**src/verilog/regFile.sv**
```systemverilog
// Synchronous active-low reset clears all 32 registers; writes to x0 are dropped
module regFile (
    input  logic        clock,
    input  logic        rstN,
    input  logic [4:0]  rs1,
    input  logic [4:0]  rs2,
    input  logic [4:0]  rd,
    input  logic        writeEn,
    input  logic [31:0] writeData,
    output logic [31:0] rs1Data,
    output logic [31:0] rs2Data
);

    logic [31:0] regs [32];

    always_ff @(posedge clock)
    begin
        if (!rstN)
        begin
            for (int i = 0; i < 32; i++)
            begin
                regs[i] <= '0;
            end
        end
        else if (writeEn && (rd != 5'd0))
        begin
            regs[rd] <= writeData;
        end
    end

    // Combinational reads, no bypass of the write in flight
    assign rs1Data = (rs1 == 5'd0) ? '0 : regs[rs1];
    assign rs2Data = (rs2 == 5'd0) ? '0 : regs[rs2];

endmodule

```
**config.mk**
```make
export PLATFORM = sky130hd
export DESIGN_NAME = regFile
export DESIGN_NICKNAME = d
export VERILOG_FILES = /design/src/verilog/regFile.sv
export SDC_FILE = /design/constraint.sdc
export NUM_CORES = 2
export LEC_CHECK = 0
export BUFFER_PORTS_ARGS = -buffer_cell sky130_fd_sc_hd__buf_4
export CAP_MARGIN = 0
export CORE_ASPECT_RATIO = 0.7
export CORE_MARGIN = 4
export CORE_UTILIZATION = 35
export DETAILED_ROUTE_END_ITERATION = 12
export PLACE_DENSITY_LB_ADDON = 0.2
export REMOVE_ABC_BUFFERS = 1
export SYNTH_ARGS = -nofsm -noshare
export SYNTH_HDL_FRONTEND = slang
export SYNTH_SLANG_ARGS = --single-unit
```
**constraint.sdc**
```tcl
create_clock -name clock -period 7.6 [get_ports clock]
set_clock_uncertainty 0.15 [all_clocks]
set_input_delay 0.38 -clock clock [delete_from_list [all_inputs] [get_ports clock]]
set_output_delay 0.38 -clock clock [all_outputs]
set_load 0.02 [all_outputs]
```
Word level (Yosys, flattened, before mapping)
Memory sizes are Yosys's and may differ from the RTL's.
Index checks and enable logic that the tools add are counted.
{"block": "word_totals", "ff_bits": 0, "latch_bits": 0, "mem_bits_rw": 1024, "rom_bits": 0, "inputBits": 50, "output_inout_bits": 64, "wordCells": 15, "memories": 1}
{"block": "classes", "addsub": 0, "multipliers": 0, "n_div": 0, "magnitude_cmp": 0, "n_eq_ne": 0, "shifts": 0, "muxes": 9, "bitwise_logic": 0, "reduce_logical": 5}
{"memory": "regs", "words": 32, "width": 32, "rd": 2, "rd_clocked_by_memory_dff": 0, "write_ports": 32, "line_no": "14", "source": "logic [31:0] regs [32];"}
{"cell": "$mux 32", "count": 3}
{"cell": "$reduce_or 32->1", "count": 1}
{"cell": "$logic_not 5->1", "count": 2}
{"cell": "$mux 1", "count": 5}
{"cell": "$mux 5", "count": 1}
{"cell": "$reduce_bool 5->1", "count": 1}
{"cell": "$logic_and 1x1->1", "count": 1}

Depth between registers and ports, before layout
{"block": "depth", "ltp_word": 7, "depth_mapped": 9, "depth_no_buf": 4}

Worst setup path before layout
Ideal clock, no wire load.
{"block": "synth_timing", "path_type": "input to register", "start": "input port rstN", "end": "memory regs[24][0] (enable)", "setup_ns": 0.466, "t_arrival_ns": 3.450, "required_time_ns": 6.984, "path_slack_ns": 3.534, "path_stages": 5, "n_path_buf": 2, "cell_sequence": "buf_2 -> nand2_1 -> or3_1 -> clkbuf_1 -> o21ai_0"}
{"element": "start: declaration", "line_no": "4", "source": "input logic rstN,"}
{"element": "end: declaration", "line_no": "14"}

Worst setup path after layout
{"block": "layout_timing", "start": "input port rs2[1]", "end": "output port rs2Data[26]"}
{"block": "layout_via", "elab_chain_len": 2, "word_cells_on_any_way": 3, "cone_classes": "mux: 1; reduce/logical: 1; memory: 1"}
{"element": "start: declaration", "line_no": "6", "source": "input logic [4:0] rs2,"}
{"element": "$mem_v2 32x32 / $logic_not 5->1 (equally long branches)"}
{"element": "$mux 32 *", "line_no": "33", "source": "assign rs2Data = (rs2 == 5'd0) ? '0 : regs[rs2];"}
{"element": "end: declaration", "line_no": "11", "source": "output logic [31:0] rs2Data"}
Mark *: on every way between the ends. The rest lies on a longest branch, timed or not.

==> run_summary.xml <==
<?xml version="1.0" encoding="UTF-8"?>
<metrics>
  <group name="run_status">
    <metric name="outcome" unit="">complete, no violations</metric>
  </group>
  <group name="clocking">
    <metric name="cts_made_buffers" unit="">101</metric>
    <metric name="clock_tree.htree_level_count" unit="">3</metric>
    <metric name="cts_post_setup_buffers_inserted" unit="">0</metric>
    <metric name="cts.repair.resized" unit="">0</metric>
    <metric name="cts_tree" unit="">built</metric>
    <metric name="root_buffer" unit="">clkbuf_16</metric>
    <metric name="cts.reportedPaths.clkPinSlew" unit="ns">0.06</metric>
    <metric name="cts_sinks" unit="">1024</metric>
    <metric name="cts-root-to-sink-buffers" unit="">3</metric>
    <metric name="hold_buffers" unit="">0</metric>
  </group>
  <group name="job">
    <metric name="max-cap-violations" unit="">0</metric>
  </group>
  <group name="critical_path">
    <metric name="worst-path-max-fanout" unit="">31</metric>
    <metric name="chain_of_cells_forming_the_critical_path" unit="">buf_6 -&gt; buf_4 -&gt; or3b_2 -&gt; buf_4 -&gt; o22ai_1 -&gt; a2111oi_1 -&gt; nor3_1 -&gt; buf_4</metric>
    <metric name="cp.depth" unit="">8</metric>
    <metric name="timing.critical_path.to" unit="">rs2Data[26]</metric>
    <metric name="crit_path_end_kind" unit="">output port</metric>
    <metric name="cp_top_family" unit="">simple AND/OR/NAND/NOR gates</metric>
    <metric name="timing.setup.critical_path_class" unit="">input port to output port</metric>
    <metric name="crit_arrival" unit="ns">3.86</metric>
    <metric name="critical_path_cell_with_the_highest_stage_delay" unit="">nor3_1</metric>
    <metric name="slowest_delay" unit="ns">0.87</metric>
    <metric name="worstPathBufferInverterCount" unit="">4</metric>
    <metric name="cp_data_required_time" unit="ns">7.07</metric>
    <metric name="timing.critical_path.mode_cell" unit="">buf_4</metric>
    <metric name="timing.critical_path.from_type" unit="">input port</metric>
    <metric name="worstSetupStartpoint" unit="">rs2[1]</metric>
  </group>
  <group name="routing">
    <metric name="drc_errors" unit="">0</metric>
    <metric name="via_count" unit="">33000</metric>
    <metric name="detail_route.wirelength" unit="mm">189</metric>
    <metric name="wl_per_cell" unit="um">33.6</metric>
    <metric name="drt.antenna.violating_nets" unit="">0</metric>
    <metric name="drt_iter0_markers" unit="">4343</metric>
    <metric name="first_pass_iters" unit="">6</metric>
    <metric name="route.detailed.vias_per_inst" unit="">5.85</metric>
  </group>
  <group name="die">
    <metric name="die_w" unit="um">478</metric>
    <metric name="row_count" unit="">120</metric>
    <metric name="floorplan.die_area" unit="mm^2">0.161</metric>
    <metric name="io_pins" unit="">114</metric>
    <metric name="floorplan.die.height" unit="um">337</metric>
    <metric name="floorplan.initialDensity" unit="">0.353</metric>
    <metric name="core_area" unit="mm^2">0.153</metric>
  </group>
  <group name="timing">
    <metric name="timing_max_transition_violations_final" unit="">0</metric>
    <metric name="timing_worst_slew_pin_value" unit="ns">1.26</metric>
    <metric name="fin_tns_setup" unit="ns">0</metric>
    <metric name="final_hold_viol_count" unit="">0</metric>
    <metric name="timing.max_slew.rel_slack" unit="">0.159</metric>
    <metric name="hold_slack" unit="ns">0.0646</metric>
    <metric name="grt_setup_unrepaired" unit="">false</metric>
    <metric name="finalCriticalPeriod" unit="ns">4.39</metric>
    <metric name="max_freq" unit="MHz">228</metric>
    <metric name="layout_worst_path_cycle_share" unit="">0.577</metric>
    <metric name="setup_violations" unit="">0</metric>
  </group>
  <group name="grt">
    <metric name="globalRouteTotalUtil" unit="">0.231</metric>
    <metric name="pin_count_of_the_biggest_net_entering_global_routing" unit="">135</metric>
    <metric name="initial_antenna_violation_count" unit="">8</metric>
    <metric name="first_global_vias" unit="">33000</metric>
    <metric name="gr-total-overflow" unit="">0</metric>
    <metric name="grt_first_pass_wirelength" unit="mm">265</metric>
  </group>
  <group name="placement">
    <metric name="place.detailed.hpwl" unit="mm">111</metric>
    <metric name="placement.cell_area" unit="mm^2">0.0575</metric>
    <metric name="gpl.final_weighted_congestion" unit="">0.819</metric>
    <metric name="port_buffers" unit="">113</metric>
  </group>
  <group name="layout">
    <metric name="regMostFlops" unit="">regs</metric>
    <metric name="reg.largest.list" unit="">regs (1024)</metric>
    <metric name="finish.net_count" unit="">3520</metric>
    <metric name="area.growth.synth_to_final" unit="%">11.8</metric>
    <metric name="mostFrequentLayoutCell" unit="">edfxtp_1</metric>
    <metric name="layout-drive-gt1-share" unit="">0.262</metric>
    <metric name="largest_register_ffs" unit="">1024</metric>
    <metric name="filler_cell_count" unit="">14000</metric>
    <metric name="design_area" unit="mm^2">0.0606</metric>
    <metric name="mostFrequentLayoutCells" unit="">edfxtp_1 (1,024), and2_1 (995), mux4_2 (470), buf_4 (204), mux2i_1 (154)</metric>
  </group>
  <group name="pwr">
    <metric name="internal_power" unit="uW">9940</metric>
    <metric name="total_switching_power" unit="uW">3460</metric>
    <metric name="share_seq_of_total_power" unit="">0.500</metric>
    <metric name="power.clock.fraction" unit="">0.373</metric>
    <metric name="cellLeakagePower" unit="uW">0.0203</metric>
    <metric name="cellPowerDensity" unit="mW/mm^2">221</metric>
    <metric name="power.combinational.fraction" unit="">0.127</metric>
    <metric name="net_sw_frac" unit="">0.258</metric>
    <metric name="vdd_drop_max" unit="mV">0.158</metric>
  </group>
  <group name="logic_synthesis">
    <metric name="fraction_of_registers_with_async_set_or_reset_after_synthesis" unit="">0</metric>
    <metric name="count_of_mapped_cells_out_of_synthesis" unit="">3509</metric>
    <metric name="yosysWarningCount" unit="">0</metric>
    <metric name="synthesis.area_per_instance" unit="um^2">15.4</metric>
    <metric name="yosys.cell_types.count" unit="">41</metric>
    <metric name="postSynth.topFlopCell" unit="">edfxtp_1</metric>
    <metric name="ys_seq_elements" unit="">1024</metric>
    <metric name="synth-edff-count" unit="">1024</metric>
    <metric name="seq_area_frac_synth" unit="">0.567</metric>
    <metric name="post_synth_instance_area" unit="mm^2">0.0542</metric>
  </group>
  <group name="hold_path">
    <metric name="min_path_type" unit="">input port to flop</metric>
  </group>
</metrics>
==> power groups by stage <==
stage | Clock [uW] | Combinational, uW | Sequential, uW
floorplan | 0 | 864 | 6750
global placement | 0 | 1710 | 6810
detailed placement | 0 | 1710 | 6810
CTS | 5060 | 1710 | 6690
global route | 5270 | 1770 | 6730
finish | 4990 | 1700 | 6700
==> cells in the mapped netlist, drive strengths merged, types with 9 or more instances <==
| master | n | area, um^2 |
|---|---|---|
| edfxtp | 1024 | 30700 |
| and2 | 996 | 6230 |
| mux4 | 470 | 10600 |
| clkbuf | 275 | 1030 |
| mux2i | 154 | 1540 |
| buf | 113 | 767 |
| o22ai | 79 | 494 |
| nor3 | 54 | 270 |
| a22o | 51 | 447 |
| nor2 | 36 | 135 |
| a211oi | 34 | 255 |
| o21ai | 33 | 165 |
| mux2 | 30 | 338 |
| a2111oi | 29 | 269 |
| o221ai | 27 | 236 |
| a22oi | 18 | 135 |
| nor2b | 15 | 93.8 |
| a21oi | 10 | 50.1 |
| nand2 | 9 | 33.8 |
==> stage by stage <==
step | instances | setup WS, ns | util | total power [uW]
final | 5633 | 3.21 | 0.395 | 13400
after global routing | 5623 | 3.13 | 0.395 | 13800
after CTS | 5621 | 3.18 | 0.395 | 13500
after detailed placement | 5441 | 3.18 | 0.374 | 8520
after global placement | 5441 | 3.20 | 0.374 | 8520
after floorplan | 3152 | 3.28 | - | 7610
==> cell families after synthesis <==
group / count (synthesis) / synth area share
compound gates: 291 / 0.0396
buf+inv: 390 / 0.0333
simple gates: 1149 / 0.130
flops: 1024 / 0.567
mux: 654 / 0.230
other cells: 1 / 0.0000692
==> area by class of cell <==
type | count | area, um^2 | share of cell area
sequential | 1024 | 30700 | 0.507
multi-input combinational | 2126 | 22400 | 0.369
clock buffer | 125 | 2700 | 0.0446
tap | 2074 | 2590 | 0.0428
timing repair buffer | 215 | 1720 | 0.0283
clock inverter | 55 | 415 | 0.00685
antenna | 12 | 30.0 | 0.000495
inverter | 2 | 7.51 | 0.000124
==> routing by layer <==
layer	part of all wire	wire length, um	GRT usage
met5	0	0	0
met4	0.026	4970	0.0598
met3	0.085	16100	0.0448
met2	0.44	83700	0.347
met1	0.45	84700	0.344
==> worst min-delay path by stage <==
stage | slack, ns | cells past startpoint | end | start
final | 0.06 | 2 | regs[15][31] | writeData[31]
after global placement | 0.78 | 2 | regs[9][18] | writeData[18]
after detailed placement | 0.78 | 2 | regs[15][31] | writeData[31]
after global routing | 0.04 | 2 | regs[14][0] | writeData[0]
after floorplan | 0.43 | 1 | regs[10][0] | writeData[0]
after CTS | 0.006 | 2 | regs[15][31] | writeData[31]
(Power assumes the default switching activity.)
