### config.mk
export PLATFORM = sky130hd
export DESIGN_NAME = alu
export DESIGN_NICKNAME = d
export VERILOG_FILES = /design/src/common/rvCtrlPkg.sv /design/src/common/rvIsaPkg.sv /design/src/verilog/alu.sv
export SDC_FILE = /design/constraint.sdc
export NUM_CORES = 1
export LEC_CHECK = 0
export CELL_PAD_IN_SITES_DETAIL_PLACEMENT = 1
export CELL_PAD_IN_SITES_GLOBAL_PLACEMENT = 1
export CORE_ASPECT_RATIO = 0.5
export CORE_MARGIN = 4
export CORE_UTILIZATION = 45
export DETAILED_ROUTE_END_ITERATION = 7
export DONT_BUFFER_PORTS = 1
export GPL_ROUTABILITY_DRIVEN = 1
export PLACE_DENSITY = 0.78
export SLEW_MARGIN = 30
export SYNTH_ARGS = -nofsm -noshare
export SYNTH_HDL_FRONTEND = slang
export SYNTH_SLANG_ARGS = --single-unit
export TNS_END_PERCENT = 5
### constraint.sdc
create_clock -name vclk -period 28.3
set_clock_uncertainty 0.2 [all_clocks]
set_input_delay 8.49 -clock vclk [all_inputs]
set_output_delay 8.49 -clock vclk [all_outputs]
set_load 0.02 [all_outputs]
### src/common/rvCtrlPkg.sv
// Control and trace types of the single-cycle core; aluOp encodings are internal, not ISA values
package rvCtrlPkg;

    // ALU operations, PASSB forwards operand B untouched for LUI
    typedef enum logic [3:0] {
        ALU_ADD,
        ALU_SUB,
        ALU_SLL,
        ALU_SLT,
        ALU_SLTU,
        ALU_XOR,
        ALU_SRL,
        ALU_SRA,
        ALU_OR,
        ALU_AND,
        ALU_PASSB
    } aluOpE;

    // Write-back source
    typedef enum logic [1:0] {
        WB_ALU,
        WB_MEM,
        WB_PC4
    } wbSrcE;

    // Immediate format picked by decode
    typedef enum logic [2:0] {
        IMM_I,
        IMM_S,
        IMM_B,
        IMM_U,
        IMM_J
    } immSrcE;

    typedef struct packed {
        logic  regWrite;
        logic  memRead;
        logic  memWrite;
        logic  aluSrcImm;
        logic  aluSrcPc;
        aluOpE aluOp;
        wbSrcE wbSrc;
        logic  branch;
        logic  jump;
        logic  jumpReg;
        logic  illegal;
    } ctrlT;

    // One retired instruction as seen at the end of its cycle
    typedef struct packed {
        logic [31:0] pc;
        logic        rdWrite;
        logic [4:0]  rd;
        logic [31:0] rdData;
        logic        illegal;
    } retireT;

endpackage

### src/common/rvIsaPkg.sv
// RV32I base encodings only; compressed, FENCE and SYSTEM opcodes are not described here
package rvIsaPkg;

    // Major opcodes of the supported subset
    localparam logic [6:0] OPC_LUI    = 7'b0110111;
    localparam logic [6:0] OPC_AUIPC  = 7'b0010111;
    localparam logic [6:0] OPC_JAL    = 7'b1101111;
    localparam logic [6:0] OPC_JALR   = 7'b1100111;
    localparam logic [6:0] OPC_BRANCH = 7'b1100011;
    localparam logic [6:0] OPC_LOAD   = 7'b0000011;
    localparam logic [6:0] OPC_STORE  = 7'b0100011;
    localparam logic [6:0] OPC_OPIMM  = 7'b0010011;
    localparam logic [6:0] OPC_OP     = 7'b0110011;

    // Branch compare kinds
    localparam logic [2:0] F3_BEQ  = 3'b000;
    localparam logic [2:0] F3_BNE  = 3'b001;
    localparam logic [2:0] F3_BLT  = 3'b100;
    localparam logic [2:0] F3_BGE  = 3'b101;
    localparam logic [2:0] F3_BLTU = 3'b110;
    localparam logic [2:0] F3_BGEU = 3'b111;

    // ALU group for OP and OP-IMM
    localparam logic [2:0] F3_ADD  = 3'b000;
    localparam logic [2:0] F3_SLL  = 3'b001;
    localparam logic [2:0] F3_SLT  = 3'b010;
    localparam logic [2:0] F3_SLTU = 3'b011;
    localparam logic [2:0] F3_XOR  = 3'b100;
    localparam logic [2:0] F3_SRL  = 3'b101;
    localparam logic [2:0] F3_OR   = 3'b110;
    localparam logic [2:0] F3_AND  = 3'b111;

    // One view per format, MSB first
    typedef struct packed {
        logic [6:0] funct7;
        logic [4:0] rs2;
        logic [4:0] rs1;
        logic [2:0] funct3;
        logic [4:0] rd;
        logic [6:0] opcode;
    } rTypeT;

    typedef struct packed {
        logic [11:0] imm;
        logic [4:0]  rs1;
        logic [2:0]  funct3;
        logic [4:0]  rd;
        logic [6:0]  opcode;
    } iTypeT;

    typedef struct packed {
        logic [6:0] immHi;
        logic [4:0] rs2;
        logic [4:0] rs1;
        logic [2:0] funct3;
        logic [4:0] immLo;
        logic [6:0] opcode;
    } sTypeT;

    // Branch offset bits are scrambled across the word
    typedef struct packed {
        logic       imm12;
        logic [5:0] imm10to5;
        logic [4:0] rs2;
        logic [4:0] rs1;
        logic [2:0] funct3;
        logic [3:0] imm4to1;
        logic       imm11;
        logic [6:0] opcode;
    } bTypeT;

    typedef struct packed {
        logic [19:0] imm;
        logic [4:0]  rd;
        logic [6:0]  opcode;
    } uTypeT;

    typedef struct packed {
        logic       imm20;
        logic [9:0] imm10to1;
        logic       imm11;
        logic [7:0] imm19to12;
        logic [4:0] rd;
        logic [6:0] opcode;
    } jTypeT;

    // Same 32 bits, read through whichever format the opcode implies
    typedef union packed {
        rTypeT rType;
        iTypeT iType;
        sTypeT sType;
        bTypeT bType;
        uTypeT uType;
        jTypeT jType;
    } instrU;

endpackage

### src/verilog/alu.sv
// Combinational; take is raw compare result and must be gated by the branch flag outside
module alu
    import rvIsaPkg::*;
    import rvCtrlPkg::*;
(
    input  aluOpE       op,
    input  logic [2:0]  funct3,
    input  logic [31:0] a,
    input  logic [31:0] b,
    output logic [31:0] result,
    output logic        take
);

    logic [4:0] shamt;

    // RV32 shifts use five bits only
    assign shamt = b[4:0];

    always_comb
    begin
        case (op)
            ALU_ADD:   result = a + b;
            ALU_SUB:   result = a - b;
            ALU_SLL:   result = a << shamt;
            ALU_SLT:   result = {31'b0, $signed(a) < $signed(b)};
            ALU_SLTU:  result = {31'b0, a < b};
            ALU_XOR:   result = a ^ b;
            ALU_SRL:   result = a >> shamt;
            ALU_SRA:   result = $unsigned($signed(a) >>> shamt);
            ALU_OR:    result = a | b;
            ALU_AND:   result = a & b;
            ALU_PASSB: result = b;
            default:   result = '0;
        endcase
    end

    // Branch compare on the register operands
    always_comb
    begin
        case (funct3)
            F3_BEQ:  take = (a == b);
            F3_BNE:  take = (a != b);
            F3_BLT:  take = ($signed(a) < $signed(b));
            F3_BGE:  take = ($signed(a) >= $signed(b));
            F3_BLTU: take = (a < b);
            F3_BGEU: take = (a >= b);
            // funct3 010 and 011 are reserved, never taken
            default: take = 1'b0;
        endcase
    end

endmodule

* Word level (Yosys, flattened, before mapping) *
Index checks and enable logic that the tools add are counted.

word-level totals
  output and inout port bits = 33
  register bits after elaboration = 0
  input port bits = 71

operators by class
  $add $sub $neg = 2
  equal/unequal tests = 17
  muxes and demuxes = 2
  reductions and logical operators = 2
  bitwise logic cells = 3
  $lt $le $gt $ge = 4
  shifts and indexed selects = 3

operators by type and width
  operator                                                          count
  32-bit case mux with 11 select lines                              1
  32-bit >= comparator                                              2
  32-bit < comparator                                               2
  32-bit adder                                                      1
  32-bit AND                                                        1
  32-bit == test                                                    1
  32-bit inequality test                                            1
  32-bit OR                                                         1
  32-bit by 5-bit left shift with 32-bit output                     1
  32-bit by 5-bit right shift with 32-bit output                    1
  32-bit by 5-bit >>> shifter with 32-bit output                    1
  32-bit subtractor                                                 1
  32-bit XOR                                                        1
  4-bit by 3-bit == test with 1-bit output (second input constant)  4
  3-bit == test (second input constant)                             4
  4-bit == test (second input constant)                             3
  4-bit by 2-bit == test with 1-bit output (second input constant)  2
  1-bit case mux with 6 select lines                                1
  4-bit by 1-bit == test with 1-bit output (second input constant)  1
  4-bit zero test                                                   1
  3-bit by 1-bit == test with 1-bit output (second input constant)  1
  3-bit zero test                                                   1

* Longest topological paths before layout *
  word-level depth = 2
  gate-level depth with buffers = 16

* Least setup slack after synthesis *
Ideal clock, no wire load.

  path type = input port to output port
  start point = input port b[2]
  end point = output port result[24]
  data arrival time = 12.144 ns
  path slack = 7.466 ns
  path buffers = 3
  stages on the path = 13
  path through = clkinv_1 buf_1 buf_1 clkbuf_1 ha_1 nand2b_1 a21oi_2 o41a_1 a21o_1 a221o_1 a311o_1 a221o_1 a221o_1

between the ends
  word-level cells in the longest chain between the ends = 2
  elaborated cells on any way between the ends = 6

RTL lines
  element                                          line       RTL
  from (decl)                                      alu.sv:9   input logic [31:0] b,
  32-bit subtractor, or another cell as far along  alu.sv:23  ALU_SUB: result = a - b;
  32-bit case mux with 11 select lines (*)         alu.sv:21  case (op)
  to (decl)                                        alu.sv:10  output logic [31:0] result,

Mark *: on every way between the ends. The rest lies on a longest branch, timed or not.

* Final worst setup path *
  start point = input port b[3]
  end point = output port take

between the ends
  word-level cells in the longest chain between the ends = 2
  elaborated cells on any way between the ends = 7

RTL lines
  element                                             line       RTL
  32-bit >= comparator, or another cell as far along  alu.sv:46  F3_BGEU: take = (a >= b);
  1-bit case mux with 6 select lines (*)              alu.sv:40  case (funct3)
  to (decl)                                           alu.sv:11  output logic take

Marks and branches as above.

==> flow_summary.json <==
{
  "timing.final.crit_share_pct": 74.9,
  "drtIter0Drc": 2374,
  "cp_common_cell": "nor2_1",
  "initial_core_util_pct": 46.9,
  "rsz0062_at_grt": "false",
  "syn_inst": 1427,
  "hold_viol": 0,
  "ys_warn_count": 0,
  "wl_mm": 54.7,
  "ys_seq_area_share_pct": 0,
  "grt_pass1_wl_mm": 78.5,
  "mostFrequentLayoutCells": "190 x nor2_1, 142 x nand2_1, 137 x a21oi_1",
  "synth_area_leaders": "ha_1 13%, mux4_2 7.7%, nor2_1 7.7%",
  "path_max_fanout": 90,
  "syn-cell-area_mm2": 0.00933,
  "seqCellArea_um2": 0,
  "total_power_w": 0.000199,
  "die_y_um": 110,
  "critPathLaunchType": "input pin",
  "drive_above_1_share_pct": 6.22,
  "pwr-share-comb_pct": 100.0,
  "p_int_w": 0.0000631,
  "io_pins": 104,
  "dpl_cell_area_mm2": 0.00924,
  "hold_class": "input pin to output port",
  "final_area_mm2": 0.00925,
  "finalWeightedCongestion": 1.09,
  "ctsHoldBuffers": 0,
  "clkbuf_count": 0,
  "grt_max_degree": 99,
  "placementRows": 36,
  "p_per_area_mw_per_mm2": 21.5,
  "wl_per_cell_um": 34.2,
  "fin_hold_ws_ns": 17.04,
  "via_per_inst": 7.86,
  "timing.fmax_mhz": 47.2,
  "first_pass_iters": 6,
  "postCtsSetupBuffers": 0,
  "tightest_slew_ns": 1.01,
  "port_buffers": 0,
  "cts_resized": 0,
  "grt_overflow": 0,
  "finalNetCount": 1509,
  "power_leakage_nw": 3.86,
  "dieArea_mm2": 0.0232,
  "crit_slowest_cell": "a211oi_1",
  "worstSetupPathType": "input pin to output port",
  "avgSynthCellArea_um2": 6.54,
  "core_mm2": 0.0199,
  "synthesis.nets": 1599,
  "vias": 12600,
  "synth_top_area_share_pct": 13.3,
  "synth_cell_type_count": 82,
  "setup_viol_count_final": 0,
  "swShare_pct": 68.2,
  "slew_headroom_pct": 30.7,
  "drv_slew": 0,
  "antenna_found_initial": 8,
  "switchingPower_w": 0.000136,
  "power_frac_seq_pct": 0,
  "cp-end-kind": "output port",
  "fin_setup_tns_ns": 0,
  "cp_data_required_time_ns": 19.61,
  "multiInputGateArea_mm2": 0.00843,
  "max-vdd-ir-drop_mv": 0.00948,
  "max_stage_delay_ns": 0.62,
  "layout_commonest_cell": "nor2_1",
  "dpl_worst_slack_ns": 7.34,
  "area_growth_pct": -0.885,
  "grt_util_all_layers_pct": 44.9,
  "antenna_left": 0,
  "p_clk_share_pct": 0,
  "seq_cells": 0,
  "dieWidth_um": 212,
  "drcViolationCount": 0,
  "status": "complete, no violations",
  "worstPathArrival_ns": 12.49,
  "fin_ws_ns": 7.12,
  "dp_hpwl_mm": 42.5,
  "synth.largest_area_cell": "ha_1",
  "fin_crit_ns": 21.18,
  "cap_violations": 0,
  "nFillCells": 2663,
  "cp_cell_sequence": "inv_1 > buf_4 > ha_1 > nor2_1 > a211oi_1 > nor2_1 > o31ai_1 > nand4b_1 > a31oi_1 > nor4b_1 > a211o_1 > nor3_1",
  "grt_pass1_vias": 11700,
  "antenna_cells": 0
}
==> per-layer routing <==
layer | wire length (um) | track usage (%) | vias to the layer above
li1 | - | - | 5158
met1 | 22300 | 62.0 | 6262
met2 | 21000 | 62.8 | 983
met3 | 9760 | 22.0 | 169
met4 | 1580 | 9.23 | 16
met5 | 104 | 0 | -
==> cell families after synthesis <==
family,share of synthesized area [%]
buffers and inverters,9.96
adder cells (fa/ha/maj),13.7
multiplexers,14.0
XOR/XNOR,0.469
AND/OR/NAND/NOR,23.2
AO/OA/AOI/OAI,38.6
==> cell type report <==
cell class | instances | share of cell area [%]
repair buffers | 16 | 1.30
inverters | 97 | 3.94
well taps | 266 | 3.60
multi-input cells | 1222 | 91.2
==> power by group through the flow <==
stage               clock [W]  combinational (W)  sequential [W]
floorplan                   0           0.000141               0
global placement            0           0.000182               0
detailed placement          0           0.000187               0
CTS                         0           0.000188               0
global route                0           0.000207               0
finish                      0           0.000199               0
==> final timing paths <==
check | startpoint | cells past startpoint | slack [ns] | to
worst max-delay path | b[3] | 12 | 7.12 | take
worst min-delay path | funct3[0] | 2 | 17.04 | take
==> stage by stage <==
stage / std cells / util, %
2_1_floorplan: 1427 / -
3_3_place_gp: 1600 / 46.4
3_5_place_dp: 1600 / 46.4
4_1_cts: 1600 / 46.4
5_1_grt: 1601 / 46.5
6_report: 1601 / 46.5
==> Yosys cell counts (12+ instances only) <==
| cell type | count |
|---|---|
| mux2i_1 | 51 |
| o21bai_1 | 12 |
| nand3_1 | 27 |
| a211oi_1 | 24 |
| buf_1 | 15 |
| ha_1 | 99 |
| nor3_1 | 42 |
| nor2b_1 | 16 |
| o221ai_1 | 12 |
| a21o_1 | 23 |
| a31oi_1 | 23 |
| nand2_1 | 142 |
| a21oi_1 | 137 |
| mux4_2 | 32 |
| inv_1 | 94 |
| clkbuf_1 | 56 |
| o2111ai_1 | 12 |
| o22ai_1 | 22 |
| a22oi_1 | 13 |
| buf_6 | 15 |
| a221oi_1 | 19 |
| o211ai_1 | 33 |
| a211o_1 | 12 |
| a221o_1 | 19 |
| o21ai_0 | 99 |
| nor2_1 | 191 |
| nand2b_1 | 16 |
| buf_2 | 14 |
==> critical path, delay by kind of cell <==
family                   cells  cell delay (ns)
buffers and inverters        2             0.27
AND/OR/NAND/NOR              5             1.15
adder cells (fa/ha/maj)      1             0.52
AO/OA/AOI/OAI                4             1.99
Power figures use the tool's default switching activity.
