## config.mk

```make
export PLATFORM = sky130hd
export DESIGN_NAME = decode
export DESIGN_NICKNAME = d
export VERILOG_FILES = /design/src/common/rvCtrlPkg.sv /design/src/common/rvIsaPkg.sv /design/src/decode/decode.sv
export SDC_FILE = /design/constraint.sdc
export NUM_CORES = 1
export LEC_CHECK = 0
export BUFFER_PORTS_ARGS = -buffer_cell sky130_fd_sc_hd__buf_2
export CORE_MARGIN = 1
export CORE_UTILIZATION = 36
export DETAILED_ROUTE_END_ITERATION = 8
export GPL_TIMING_DRIVEN = 0
export PLACE_DENSITY = 0.95
export SLEW_MARGIN = 15
export SYNTH_ARGS = -nofsm -noshare
export SYNTH_HDL_FRONTEND = slang
export SYNTH_SLANG_ARGS = --single-unit
```

## constraint.sdc

```tcl
create_clock -name vclk -period 3.1
set_clock_uncertainty 0.2 [all_clocks]
set_input_delay 0.93 -clock vclk [all_inputs]
set_output_delay 0.93 -clock vclk [all_outputs]
set_load 0.005 [all_outputs]
```

## src/common/rvCtrlPkg.sv

```systemverilog
// Control and trace types of the single-cycle core; aluOp encodings are internal, not ISA values
package rvCtrlPkg;

    // ALU operations, PASSB forwards operand B untouched for LUI
    typedef enum logic [3:0] {
        ALU_ADD,
        ALU_SUB,
        ALU_SLL,
        ALU_SLT,
        ALU_SLTU,
        ALU_XOR,
        ALU_SRL,
        ALU_SRA,
        ALU_OR,
        ALU_AND,
        ALU_PASSB
    } aluOpE;

    // Write-back source
    typedef enum logic [1:0] {
        WB_ALU,
        WB_MEM,
        WB_PC4
    } wbSrcE;

    // Immediate format picked by decode
    typedef enum logic [2:0] {
        IMM_I,
        IMM_S,
        IMM_B,
        IMM_U,
        IMM_J
    } immSrcE;

    typedef struct packed {
        logic  regWrite;
        logic  memRead;
        logic  memWrite;
        logic  aluSrcImm;
        logic  aluSrcPc;
        aluOpE aluOp;
        wbSrcE wbSrc;
        logic  branch;
        logic  jump;
        logic  jumpReg;
        logic  illegal;
    } ctrlT;

    // One retired instruction as seen at the end of its cycle
    typedef struct packed {
        logic [31:0] pc;
        logic        rdWrite;
        logic [4:0]  rd;
        logic [31:0] rdData;
        logic        illegal;
    } retireT;

endpackage

```

## src/common/rvIsaPkg.sv

```systemverilog
// RV32I base encodings only; compressed, FENCE and SYSTEM opcodes are not described here
package rvIsaPkg;

    // Major opcodes of the supported subset
    localparam logic [6:0] OPC_LUI    = 7'b0110111;
    localparam logic [6:0] OPC_AUIPC  = 7'b0010111;
    localparam logic [6:0] OPC_JAL    = 7'b1101111;
    localparam logic [6:0] OPC_JALR   = 7'b1100111;
    localparam logic [6:0] OPC_BRANCH = 7'b1100011;
    localparam logic [6:0] OPC_LOAD   = 7'b0000011;
    localparam logic [6:0] OPC_STORE  = 7'b0100011;
    localparam logic [6:0] OPC_OPIMM  = 7'b0010011;
    localparam logic [6:0] OPC_OP     = 7'b0110011;

    // Branch compare kinds
    localparam logic [2:0] F3_BEQ  = 3'b000;
    localparam logic [2:0] F3_BNE  = 3'b001;
    localparam logic [2:0] F3_BLT  = 3'b100;
    localparam logic [2:0] F3_BGE  = 3'b101;
    localparam logic [2:0] F3_BLTU = 3'b110;
    localparam logic [2:0] F3_BGEU = 3'b111;

    // ALU group for OP and OP-IMM
    localparam logic [2:0] F3_ADD  = 3'b000;
    localparam logic [2:0] F3_SLL  = 3'b001;
    localparam logic [2:0] F3_SLT  = 3'b010;
    localparam logic [2:0] F3_SLTU = 3'b011;
    localparam logic [2:0] F3_XOR  = 3'b100;
    localparam logic [2:0] F3_SRL  = 3'b101;
    localparam logic [2:0] F3_OR   = 3'b110;
    localparam logic [2:0] F3_AND  = 3'b111;

    // One view per format, MSB first
    typedef struct packed {
        logic [6:0] funct7;
        logic [4:0] rs2;
        logic [4:0] rs1;
        logic [2:0] funct3;
        logic [4:0] rd;
        logic [6:0] opcode;
    } rTypeT;

    typedef struct packed {
        logic [11:0] imm;
        logic [4:0]  rs1;
        logic [2:0]  funct3;
        logic [4:0]  rd;
        logic [6:0]  opcode;
    } iTypeT;

    typedef struct packed {
        logic [6:0] immHi;
        logic [4:0] rs2;
        logic [4:0] rs1;
        logic [2:0] funct3;
        logic [4:0] immLo;
        logic [6:0] opcode;
    } sTypeT;

    // Branch offset bits are scrambled across the word
    typedef struct packed {
        logic       imm12;
        logic [5:0] imm10to5;
        logic [4:0] rs2;
        logic [4:0] rs1;
        logic [2:0] funct3;
        logic [3:0] imm4to1;
        logic       imm11;
        logic [6:0] opcode;
    } bTypeT;

    typedef struct packed {
        logic [19:0] imm;
        logic [4:0]  rd;
        logic [6:0]  opcode;
    } uTypeT;

    typedef struct packed {
        logic       imm20;
        logic [9:0] imm10to1;
        logic       imm11;
        logic [7:0] imm19to12;
        logic [4:0] rd;
        logic [6:0] opcode;
    } jTypeT;

    // Same 32 bits, read through whichever format the opcode implies
    typedef union packed {
        rTypeT rType;
        iTypeT iType;
        sTypeT sType;
        bTypeT bType;
        uTypeT uType;
        jTypeT jType;
    } instrU;

endpackage

```

## src/decode/decode.sv

```systemverilog
// Purely combinational; only word LW/SW are decoded, funct3 of loads and stores is not checked
module decode
    import rvIsaPkg::*;
    import rvCtrlPkg::*;
(
    input  logic [31:0] instr,
    output logic [4:0]  rs1,
    output logic [4:0]  rs2,
    output logic [4:0]  rd,
    output logic [31:0] imm,
    output ctrlT        ctrl
);

    instrU  word;
    immSrcE immSrc;

    // ALU op from funct3, alt picks SUB or SRA
    function automatic aluOpE aluOpFor(input logic [2:0] funct3, input logic alt);
        aluOpE op;
        case (funct3)
            F3_ADD:  op = alt ? ALU_SUB : ALU_ADD;
            F3_SLL:  op = ALU_SLL;
            F3_SLT:  op = ALU_SLT;
            F3_SLTU: op = ALU_SLTU;
            F3_XOR:  op = ALU_XOR;
            F3_SRL:  op = alt ? ALU_SRA : ALU_SRL;
            F3_OR:   op = ALU_OR;
            F3_AND:  op = ALU_AND;
            default: op = ALU_ADD;
        endcase
        return op;
    endfunction

    assign word = instr;

    // Register fields sit at the same place in every format
    assign rs1 = word.rType.rs1;
    assign rs2 = word.rType.rs2;
    assign rd  = word.rType.rd;

    // Sign-extended immediate, B and J offsets are even
    always_comb
    begin
        case (immSrc)
            IMM_I:   imm = {{20{word.iType.imm[11]}}, word.iType.imm};
            IMM_S:   imm = {{20{word.sType.immHi[6]}}, word.sType.immHi, word.sType.immLo};
            IMM_B:   imm = {{19{word.bType.imm12}}, word.bType.imm12, word.bType.imm11,
                            word.bType.imm10to5, word.bType.imm4to1, 1'b0};
            IMM_U:   imm = {word.uType.imm, 12'b0};
            IMM_J:   imm = {{11{word.jType.imm20}}, word.jType.imm20, word.jType.imm19to12,
                            word.jType.imm11, word.jType.imm10to1, 1'b0};
            default: imm = '0;
        endcase
    end

    always_comb
    begin
        // Quiet defaults, every strobe low
        ctrl       = '0;
        ctrl.aluOp = ALU_ADD;
        ctrl.wbSrc = WB_ALU;
        immSrc     = IMM_I;
        case (word.rType.opcode)
            OPC_LUI:
            begin
                ctrl.regWrite  = 1'b1;
                ctrl.aluSrcImm = 1'b1;
                ctrl.aluOp     = ALU_PASSB;
                immSrc         = IMM_U;
            end
            OPC_AUIPC:
            begin
                ctrl.regWrite  = 1'b1;
                ctrl.aluSrcImm = 1'b1;
                ctrl.aluSrcPc  = 1'b1;
                immSrc         = IMM_U;
            end
            OPC_JAL:
            begin
                // Target comes from the PC adder, ALU idles
                ctrl.regWrite = 1'b1;
                ctrl.jump     = 1'b1;
                ctrl.wbSrc    = WB_PC4;
                immSrc        = IMM_J;
            end
            OPC_JALR:
            begin
                ctrl.regWrite  = 1'b1;
                ctrl.jumpReg   = 1'b1;
                ctrl.aluSrcImm = 1'b1;
                ctrl.wbSrc     = WB_PC4;
            end
            OPC_BRANCH:
            begin
                ctrl.branch = 1'b1;
                immSrc      = IMM_B;
            end
            OPC_LOAD:
            begin
                ctrl.regWrite  = 1'b1;
                ctrl.memRead   = 1'b1;
                ctrl.aluSrcImm = 1'b1;
                ctrl.wbSrc     = WB_MEM;
            end
            OPC_STORE:
            begin
                ctrl.memWrite  = 1'b1;
                ctrl.aluSrcImm = 1'b1;
                immSrc         = IMM_S;
            end
            OPC_OPIMM:
            begin
                // No SUBI, funct7 bit only marks SRAI
                ctrl.regWrite  = 1'b1;
                ctrl.aluSrcImm = 1'b1;
                ctrl.aluOp     = aluOpFor(word.iType.funct3,
                    (word.iType.funct3 == F3_SRL) && word.rType.funct7[5]);
            end
            OPC_OP:
            begin
                ctrl.regWrite = 1'b1;
                ctrl.aluOp    = aluOpFor(word.rType.funct3, word.rType.funct7[5]);
            end
            default:
            begin
                // Retires as a no-op
                ctrl.illegal = 1'b1;
            end
        endcase
    end

endmodule

```

# Word-level counts from Yosys, hierarchy flattened
# Cells that the tools add are included.
# op_classes
n_reduce_logical,8
n_lt_le_gt_ge,0
div_mod_pow,0
eq_ne,20
shift,0
n_bitwise,0
add_sub_neg,0
muxes,19
mul,0
# op_table
cell,n
case mux 32 bit (5 select lines),1
case mux 4 bit (8 select lines),2
"equality test 7 x 6 -> 1 bit, second input constant",3
"equality test 7 bit, second input constant",3
"equality test 3 bit, second input constant",5
"equality test 7 x 5 -> 1 bit, second input constant",2
2-to-1 mux 1 bit,13
"equality test 3 x 2 -> 1 bit, second input constant",4
case mux 3 bit (4 select lines),1
case mux 4 bit (3 select lines),1
OR reduction 9 bit,1
"equality test 7 x 2 -> 1 bit, second input constant",1
OR reduction 7 bit,1
"equality test 3 x 1 -> 1 bit, second input constant",2
logical NOT 3 bit,2
OR reduction 6 bit,1
case mux 2 bit (2 select lines),1
OR reduction 2 bit,2
logical AND 1 bit,1
# totals
output_inout_bits,62
ram_bits,0
regBits,0
input_bits,32
latch_bits,0
romBits,0
mem_count,0

# Depth between registers and ports, before layout
# Gate-level depths: netlist of run 1.
# logic_depth
ltp_word,5
mapped_depth,5
ltp_nobuf,3

# Least setup slack after synthesis of run 1
# No wires, ideal clock.
# synth_path
path_kind,input -> output
start,in instr[4]
end,out imm[11]
setup_slack_ps,-22
stages,4
n_path_buf,1
t_arrival_ps,1992
cell_sequence,or3b_1 > or2_0 > buf_4 > a311o_1
# synth_via
elab_chain_cells,5
# synth_lines
item,line_no,text
"start, declared",decode.sv:6,"input logic [31:0] instr,"
equality test 7 x 5 -> 1 bit / equality test 7 x 6 -> 1 bit (equally long branches),decode.sv:63,case (word.rType.opcode)
OR reduction 2 bit (no line),n/a,
case mux 3 bit (4 select lines) *,decode.sv:63,
"equality test 3 bit, or another cell as far along",decode.sv:44,case (immSrc)
case mux 32 bit (5 select lines) *,decode.sv:44,
"end, declared",decode.sv:10,"output logic [31:0] imm,"
# Mark *: on every way between the ends. The rest lies on a longest branch, timed or not.

# Worst setup path after layout of run 1
# layout_path
start,in instr[4]
end,out imm[15]
# The elaborated chain is that of the path after synthesis.

==> flow_summary.ini, run 1 <==
[status]
status = finished, violations left
violations = setup timing

[route]
drc = 0
wl_per_cell_um = 14.3
ant_nets = 0
dr.first_iter.drc_count = 20
wl_um = 3660
vias = 1331
first_pass_iters = 4
viasPerCell = 5.20

[die]
die_x_um = 50.2
core_area_um2 = 2190
fp-row-count = 17
initial_core_util_pct = 38.1
die_y_um = 50.2
io_pins = 94
dieArea_um2 = 2520

[cells_and_area]
final_layout_size_suffix_gt1_share_pct = 67.1
insertedDiodeCount = 0
fin_area_um2 = 1710
regArea_um2 = 0
nNetsFinal = 262
multi_input_area_um2 = 756
nFillCells = 172
n_clock_buffer = 0
seq_cell_count = 0
areaGrowthSynthToFinish_pct = 105

[timing]
timing.final.ws_setup_ns = -0.264
drv_slew = 0
worstMarginPinSlew_ns = 0.460
clock.fmax_mhz = 297
hold_violations = 0
rsz0062_at_grt = yes
min_period_over_period_pct = 109
setup_violations = 36
slew_headroom_pct = 69.4
period_needed_ns = 3.36

[power]
cellLeakagePower_nw = 1.01
netSwitchingPower_mw = 0.0816
ir_drop_mv = 0.0901
sequentialPowerShare_pct = 0
intPower_mw = 0.111
p_per_area_nw_per_um2 = 112
combinationalPowerShare_pct = 100.0
clock_power_share_pct = 0
p_sw_share_pct = 42.5
power.total_mw = 0.192

[logic_synthesis]
yosysTopAreaCell = buf_4
synthCells = 120
synth_top_area_share_pct = 15.3
synthTopCellsByArea = buf_4 15%, mux2_2 12%, a21o_1 9.9%, mux2i_1 8.4%, nor2b_1 6.7%
synth_nets = 152
yosysWarningCount = 0
synth-seq-area-share_pct = 0
syn_avg_cell_area_um2 = 6.97
netlist-cell-type-count = 37
synth_area_um2 = 836

[placement]
dp_hpwl_um = 2170
port_buffers = 93
place_area_um2 = 1340
place_congestion = 0.785

[global_route]
grtUsageTotal_pct = 26.1
grt_max_degree = 11
grt-ovfl-total = 0
first_global_vias = 1229
antenna_found_initial = 0
grt_pass1_wl_um = 5290

[critical_path]
crit_path_start = instr[4]
crit_type = primary input to primary output
crit_required_ns = 1.97
worstPathArrival_ns = 2.23
critPathLaunchType = primary input
crit_path_end_kind = primary output
crit_path_max_fanout = 5

[clock_tree]
ctsHoldBuffers = 0

[job]
cap_violations = 0

[hold_path]
worstHoldStart = instr[31]
hp-class = primary input to primary output
-- layout by cell type (no fill, tap or decap), drive strengths merged --
cell type,instances
a21o,11
a21oi,4
a22o,1
a311o,1
a32o,1
and2,1
and3,3
and3b,1
and4b,1
buf,130
clkbuf,3
inv,7
mux2,9
mux2i,7
nand2,5
nand2b,1
nand3,2
nand3b,2
nand4b,2
nand4bb,1
nor2,7
nor2b,9
nor3,2
nor3b,1
nor4,1
o21a,1
o21ai,5
o21bai,2
o22ai,1
o31a,1
o32ai,1
or2,2
or3b,2
-- synth_stat cells --
master     instances
buf_2              5
o31a_1             1
or3b_1             2
o21bai_1           2
o21ai_0            5
nor4_1             1
nor2_1             6
nor3_1             2
nand4bb_1          1
mux2i_1            7
nand3b_1           2
a311o_1            1
nand2b_1           1
clkbuf_1           4
mux2_2             9
o32ai_1            1
and4b_1            1
inv_1              7
o22ai_1            1
or2_2              1
a21oi_1            2
and3_1             3
nor2b_1            9
nand3_1            2
nand4b_1           2
or2_0              1
nor2_2             1
buf_4             17
and3b_1            1
and2_1             1
nor3b_1            1
a21oi_4            1
a22o_1             1
a21o_1            11
nand2_1            5
o21a_1             1
a32o_1             1
-- logic make-up (layout without fill, tap and decap cells) --
kind of cell           count (synthesis)  count (layout)  share of synthesized area (%)
AOI/OAI and AO/OA                     28              29                           25.0
buffers and inverters                 33             140                           23.2
muxes                                 16              16                           20.5
and+or+nand+nor                       43              43                           31.3
-- critical path, stage by stage --
cell and delay (ns):
buf_8 0.10, buf_6 0.10, nand4b_1 0.20, buf_6 0.17, a21oi_4 0.27, mux2_4 0.34
buf_6 0.12
-- area by class of cell --
class	count	share of cell area (%)
tap	28	2.05
timing repair buffer	107	39.9
inverter	7	1.54
multi-input combinational	88	44.2
buffer	26	12.4
-- power groups by stage --
stage / Combinational, mW / Clock, mW / Sequential [mW]
2_1_floorplan: 0.0746 / 0 / 0
3_3_place_gp: 0.141 / 0 / 0
3_5_place_dp: 0.144 / 0 / 0
4_1_cts: 0.178 / 0 / 0
5_1_grt: 0.205 / 0 / 0
6_report: 0.192 / 0 / 0
-- per-layer routing --
| metal | vias to the layer above | wire, um | track usage (%) |
|---|---|---|---|
| met5 | - | 0 | 0 |
| met4 | 0 | 99 | 5.71 |
| met3 | 10 | 142 | 2.12 |
| met2 | 57 | 2000 | 52.4 |
| met1 | 638 | 1410 | 28.6 |
| li1 | 626 | - | - |
-- metrics by stage --
step	cells	util, %	hold slack [ns]	TNS [ns]	worst slack [ns]
after detailed placement	241	61.0	1.82	-7.51	-0.339
after floorplan	120	-	1.72	0	0.0116
after global placement	241	61.0	1.82	-7.17	-0.332
after CTS	252	74.0	1.82	-2.93	-0.240
final	256	78.1	1.82	-4.06	-0.264
after global routing	256	78.1	1.85	-5.49	-0.282
-- path summary, 6_finish.rpt --
kind	to	slack, ns	cells after the start
worst max-delay path	imm[15]	-0.26	7
worst min-delay path	imm[31]	1.82	2
-- repair_timing --
action / in CTS / in global routing
endpoints found under the hold margin: 0 / 0
gates resized for setup: 46 / 18
setup buffers: 8 / 4
cloned: 3 / 1
pin swaps: 8 / 16
endpoints found under the setup margin: 38 / 38
No activity file was read; power rests on OpenSTA's default activity.
==> run 2: changes to the inputs <==
Settings changed: PLACE_DENSITY 0.95 to 0.92.
==> run 2 against run 1 <==
The flow still finishes with violations (setup timing). Cell count is 0.39% higher. Die area unchanged. Global-route usage fell by 1.6 points. Sequential share of layout area unchanged. First-iteration DRC count did not move. Utilization is 1.7 points lower. Via count is 3.5% lower. Power is 2.5% lower. Critical path depth shrank 1. Worst hold slack about the same. Critical path type unchanged. Critical endpoint is now imm[19].
==> flow_summary.ini, run 2 (synthesis results as in run 1) <==
[cells_and_area]
multi_input_area_um2 = 716
nNetsFinal = 263
seq_cell_count = 0
areaGrowthSynthToFinish_pct = 100
n_clock_buffer = 0
nFillCells = 182
regArea_um2 = 0
insertedDiodeCount = 0
final_util_pct = 76.5
final_layout_size_suffix_gt1_share_pct = 67.2
mostFrequentLayoutCell = buf_2
layout_common_cells = 83 x buf_2, 26 x buf_4, 16 x buf_6

[route]
ant_nets = 0
drc = 0
wl_per_cell_um = 12.9
viasPerCell = 5.00
vias = 1284
dr.first_iter.drc_count = 20
first_pass_iters = 4
wl_um = 3330

[die]
dieArea_um2 = 2520
die_y_um = 50.2
die_x_um = 50.2
io_pins = 94
fp-row-count = 17
core_area_um2 = 2190
initial_core_util_pct = 38.1

[timing]
timing.final.ws_setup_ns = -0.250
setup_violations = 30
period_needed_ns = 3.35
worstMarginPinSlew_ns = 0.377
drv_slew = 0
rsz0062_at_grt = yes
slew_headroom_pct = 74.8
clock.fmax_mhz = 299
hold_violations = 0
min_period_over_period_pct = 108

[critical_path]
crit_path_max_fanout = 4
path_cells = buf_8 -> buf_6 -> nand4b_1 -> a21oi_2 -> mux2_2 -> buf_2
worstPathArrival_ns = 2.22
crit_required_ns = 1.97
cp.buffers_inverters = 3
critPathLaunchType = primary input
crit_type = primary input to primary output
crit_family = multiplexers
crit_path_end_kind = primary output
critPathSlowestCell = mux2_2
slowest_delay_ns = 0.36

[status]
status = finished, violations left
violations = setup timing

[job]
cap_violations = 0

[placement]
place_congestion = 0.773
pre_cts_ws_ns = -0.328
port_buffers = 93
dp_hpwl_um = 2170

[global_route]
antenna_found_initial = 0
grtUsageTotal_pct = 24.5
grt-ovfl-total = 0
grt_max_degree = 11
grt_pass1_wl_um = 4950
first_global_vias = 1072

[power]
cellLeakagePower_nw = 0.991
ir_drop_mv = 0.0817
p_per_area_nw_per_um2 = 112

[hold_path]
hp-class = primary input to primary output

[clock_tree]
ctsHoldBuffers = 0
run 2: cell types whose count changed in the layout (fill, tap and decap cells not counted), sizes merged:
cell | before | now
buf | 130 | 131
run 2: path summary, 6_finish.rpt:
check / start / to / slack, ns / cells past startpoint
min: instr[31] / imm[31] / 1.82 / 2
max: instr[4] / imm[19] / -0.25 / 6
run 2: area by class of cell:
type	instances	share of cell area, %
inverter	7	1.57
multi-input combinational	88	42.7
tap	28	2.09
timing repair buffer	108	41.0
buffer	26	12.6
run 2: power breakdown:
group,switching [mW],internal [mW],total (mW),leakage (nW)
registers,0,0,0,0
clock network,0,0,0,0
logic,0.0780,0.109,0.187,0.991
run 2: per-layer routing:
metal	share of wire, %	vias up	global-route usage (%)
li1	-	631	-
met1	43	597	29.7
met2	51	52	45.8
met3	4.8	4	2.42
met4	1.1	0	4.76
met5	0	-	0
run 2: timing repair:
item,in CTS,in global routing
setup buffers,10,3
setup endpoints to repair,38,35
gates resized for setup,39,16
cloned,2,1
pin swaps,6,9
run 2: stage by stage:
step / cells / setup TNS (ns) / cell area, um2 / hold slack (ns) / power [mW]
floorplan: 120 / 0 / 836 / 1.72 / 0.0746
global placement: 241 / -6.71 / 1340 / 1.82 / 0.141
detailed placement: 241 / -7.28 / 1340 / 1.81 / 0.144
CTS: 253 / -2.96 / 1600 / 1.82 / 0.175
global route: 257 / -5.02 / 1680 / 1.83 / 0.202
finish: 257 / -3.52 / 1680 / 1.82 / 0.187
==> run 3: changes to the inputs <==
Settings changed: ABC_AREA set to 1, CORE_ASPECT_RATIO set to 0.5, CORE_UTILIZATION 36 to 40, PLACE_DENSITY 0.92 to 0.91.
==> run 3 against run 2 <==
The run now ends clean. Sequential cell count unchanged. Combinational power decreased by 3%. Synthesized cell count rose by 69%. First-iteration DRC count rose to 3.7 times the previous value. Critical path depth increased by 4. Cell count is 34% higher. Die area is 15% higher. Utilization rose by 2.4 points. Critical endpoint is now imm[30].
==> flow_summary.ini, run 3 <==
[die]
dieArea_um2 = 2890
initial_core_util_pct = 45.2
fp-row-count = 12
core_area_um2 = 2360
die_y_um = 38.5
io_pins = 94
die_x_um = 75.0

[global_route]
grt_max_degree = 11
grtUsageTotal_pct = 21.3
grt_pass1_wl_um = 4800
antenna_found_initial = 0
grt-ovfl-total = 0
first_global_vias = 1170

[route]
ant_nets = 0
viasPerCell = 4.82
wl_um = 4000
wl_per_cell_um = 11.6
dr.first_iter.drc_count = 73
first_pass_iters = 4
drc = 0
vias = 1662

[placement]
dp_hpwl_um = 2500
place_congestion = 0.804
port_buffers = 94

[cells_and_area]
mostFrequentLayoutCell = buf_2
layout_common_cells = 88 x buf_2, 39 x nor2_1, 37 x nand2_1
multi_input_area_um2 = 858
regArea_um2 = 0
seq_cell_count = 0
insertedDiodeCount = 0
n_clock_buffer = 0
nNetsFinal = 344
areaGrowthSynthToFinish_pct = 74.4
final_util_pct = 78.9
final_layout_size_suffix_gt1_share_pct = 54.5
nFillCells = 170

[power]
power.total_mw = 0.181
cellLeakagePower_nw = 1.23
ir_drop_mv = 0.0490
p_per_area_nw_per_um2 = 97.3

[timing]
period_needed_ns = 3.08
hold_violations = 0
slew_headroom_pct = 84.7
whs_ns = 1.93
setup_violations = 0
worstMarginPinSlew_ns = 0.230
drv_slew = 0
min_period_over_period_pct = 99.4
clock.fmax_mhz = 324
rsz0062_at_grt = yes

[logic_synthesis]
synthTopCellsByArea = nand2_1 14%, nor2_1 14%, buf_4 13%, nand3_1 12%, inv_1 9.5%
synth.top_cells.by_count = 41 x nand2_1, 41 x nor2_1, 27 x inv_1
synth_top_family_by_area = simple AND/OR/NAND/NOR gates
synth-seq-area-share_pct = 0
yosysTopAreaCell = nand2_1
synthAdderAreaFrac_pct = 0
synth-simple-area-share_pct = 67.4
synth_top_area_share_pct = 14.4
synthMuxAreaShare_pct = 0
netlist-cell-type-count = 23
synth_nets = 235
synth_compound_area_share_pct = 5.40
syn_avg_cell_area_um2 = 5.25
synth_area_um2 = 1070
synthCells = 203
synth-xor-area-share_pct = 0
yosysWarningCount = 0

[critical_path]
cp.buffers_inverters = 4
crit_family = simple AND/OR/NAND/NOR gates
crit_type = primary input to primary output
critPathSlowestCell = nor2_4
crit_required_ns = 1.97
slowest_delay_ns = 0.15
critPathLaunchType = primary input
crit_path_start = instr[4]
path_cells = buf_4 -> inv_8 -> nand2_4 -> nor2_4 -> nand3_4 -> nand2_8 -> clkbuf_16 -> nor2_1 -> nand2_2 -> buf_2
worstPathArrival_ns = 1.95
crit_path_max_fanout = 6
crit_path_end_kind = primary output

[hold_path]
hp-class = primary input to primary output
worstHoldStart = instr[10]

[clock_tree]
ctsHoldBuffers = 0

[job]
cap_violations = 0

[status]
status = finished, final reports clean
==> run 3: changes by cell type after synthesis, sizes merged, moves of 4 or more <==
cell   change
a21o      -10
inv       +22
mux2       -9
mux2i      -7
nand2     +53
nand3     +27
nand4      +4
nor2      +41
nor2b      -9
==> run 3: logic make-up after synthesis <==
group | after synthesis
AO/OA/AOI/OAI | 11
AND/OR/NAND/NOR | 140
buffers and inverters | 52
==> run 3: timing repair <==
item / in CTS / in global routing
endpoints found under the setup margin: 16 / 29
setup buffers: 6 / 5
pin swaps: 5 / 9
cloned: 1 / 1
gates resized for setup: 8 / 35
==> run 3: area by class of cell <==
cell class	instances	area share (%)
Multi-Input combinational cell	151	46.2
Buffer	22	10.3
Timing Repair Buffer	107	34.2
Inverter	30	7.00
Tap cell	35	2.36
==> run 3: path summary, 6_finish.rpt <==
check / to / cells past startpoint
max: imm[30] / 10
min: rd[3] / 3
==> run 3: report_power, final <==
group	switching (mW)	internal (mW)	total, mW
clock	0	0	0
combinational	0.0925	0.0884	0.181
sequential	0	0	0
total	0.0925	0.0884	0.181
==> run 3: routing by layer <==
| metal | wire length (um) | global-route usage (%) | vias to the layer above |
|---|---|---|---|
| li1 | - | - | 827 |
| met1 | 1680 | 25.3 | 734 |
| met2 | 1930 | 43.5 | 89 |
| met3 | 308 | 1.05 | 12 |
| met4 | 75 | 3.30 | 0 |
| met5 | 0 | 0 | - |
==> run 3: per-stage QoR <==
step | setup WS [ns] | std cells | setup TNS [ns] | instance area (um2)
after floorplan | 0.289 | 203 | 0 | 1070
after global placement | -0.0207 | 332 | -0.170 | 1580
after detailed placement | -0.0541 | 332 | -0.599 | 1580
after CTS | -0.00768 | 339 | -0.00768 | 1670
after global routing | -0.0435 | 345 | -0.430 | 1860
final | 0.0178 | 345 | 0 | 1860
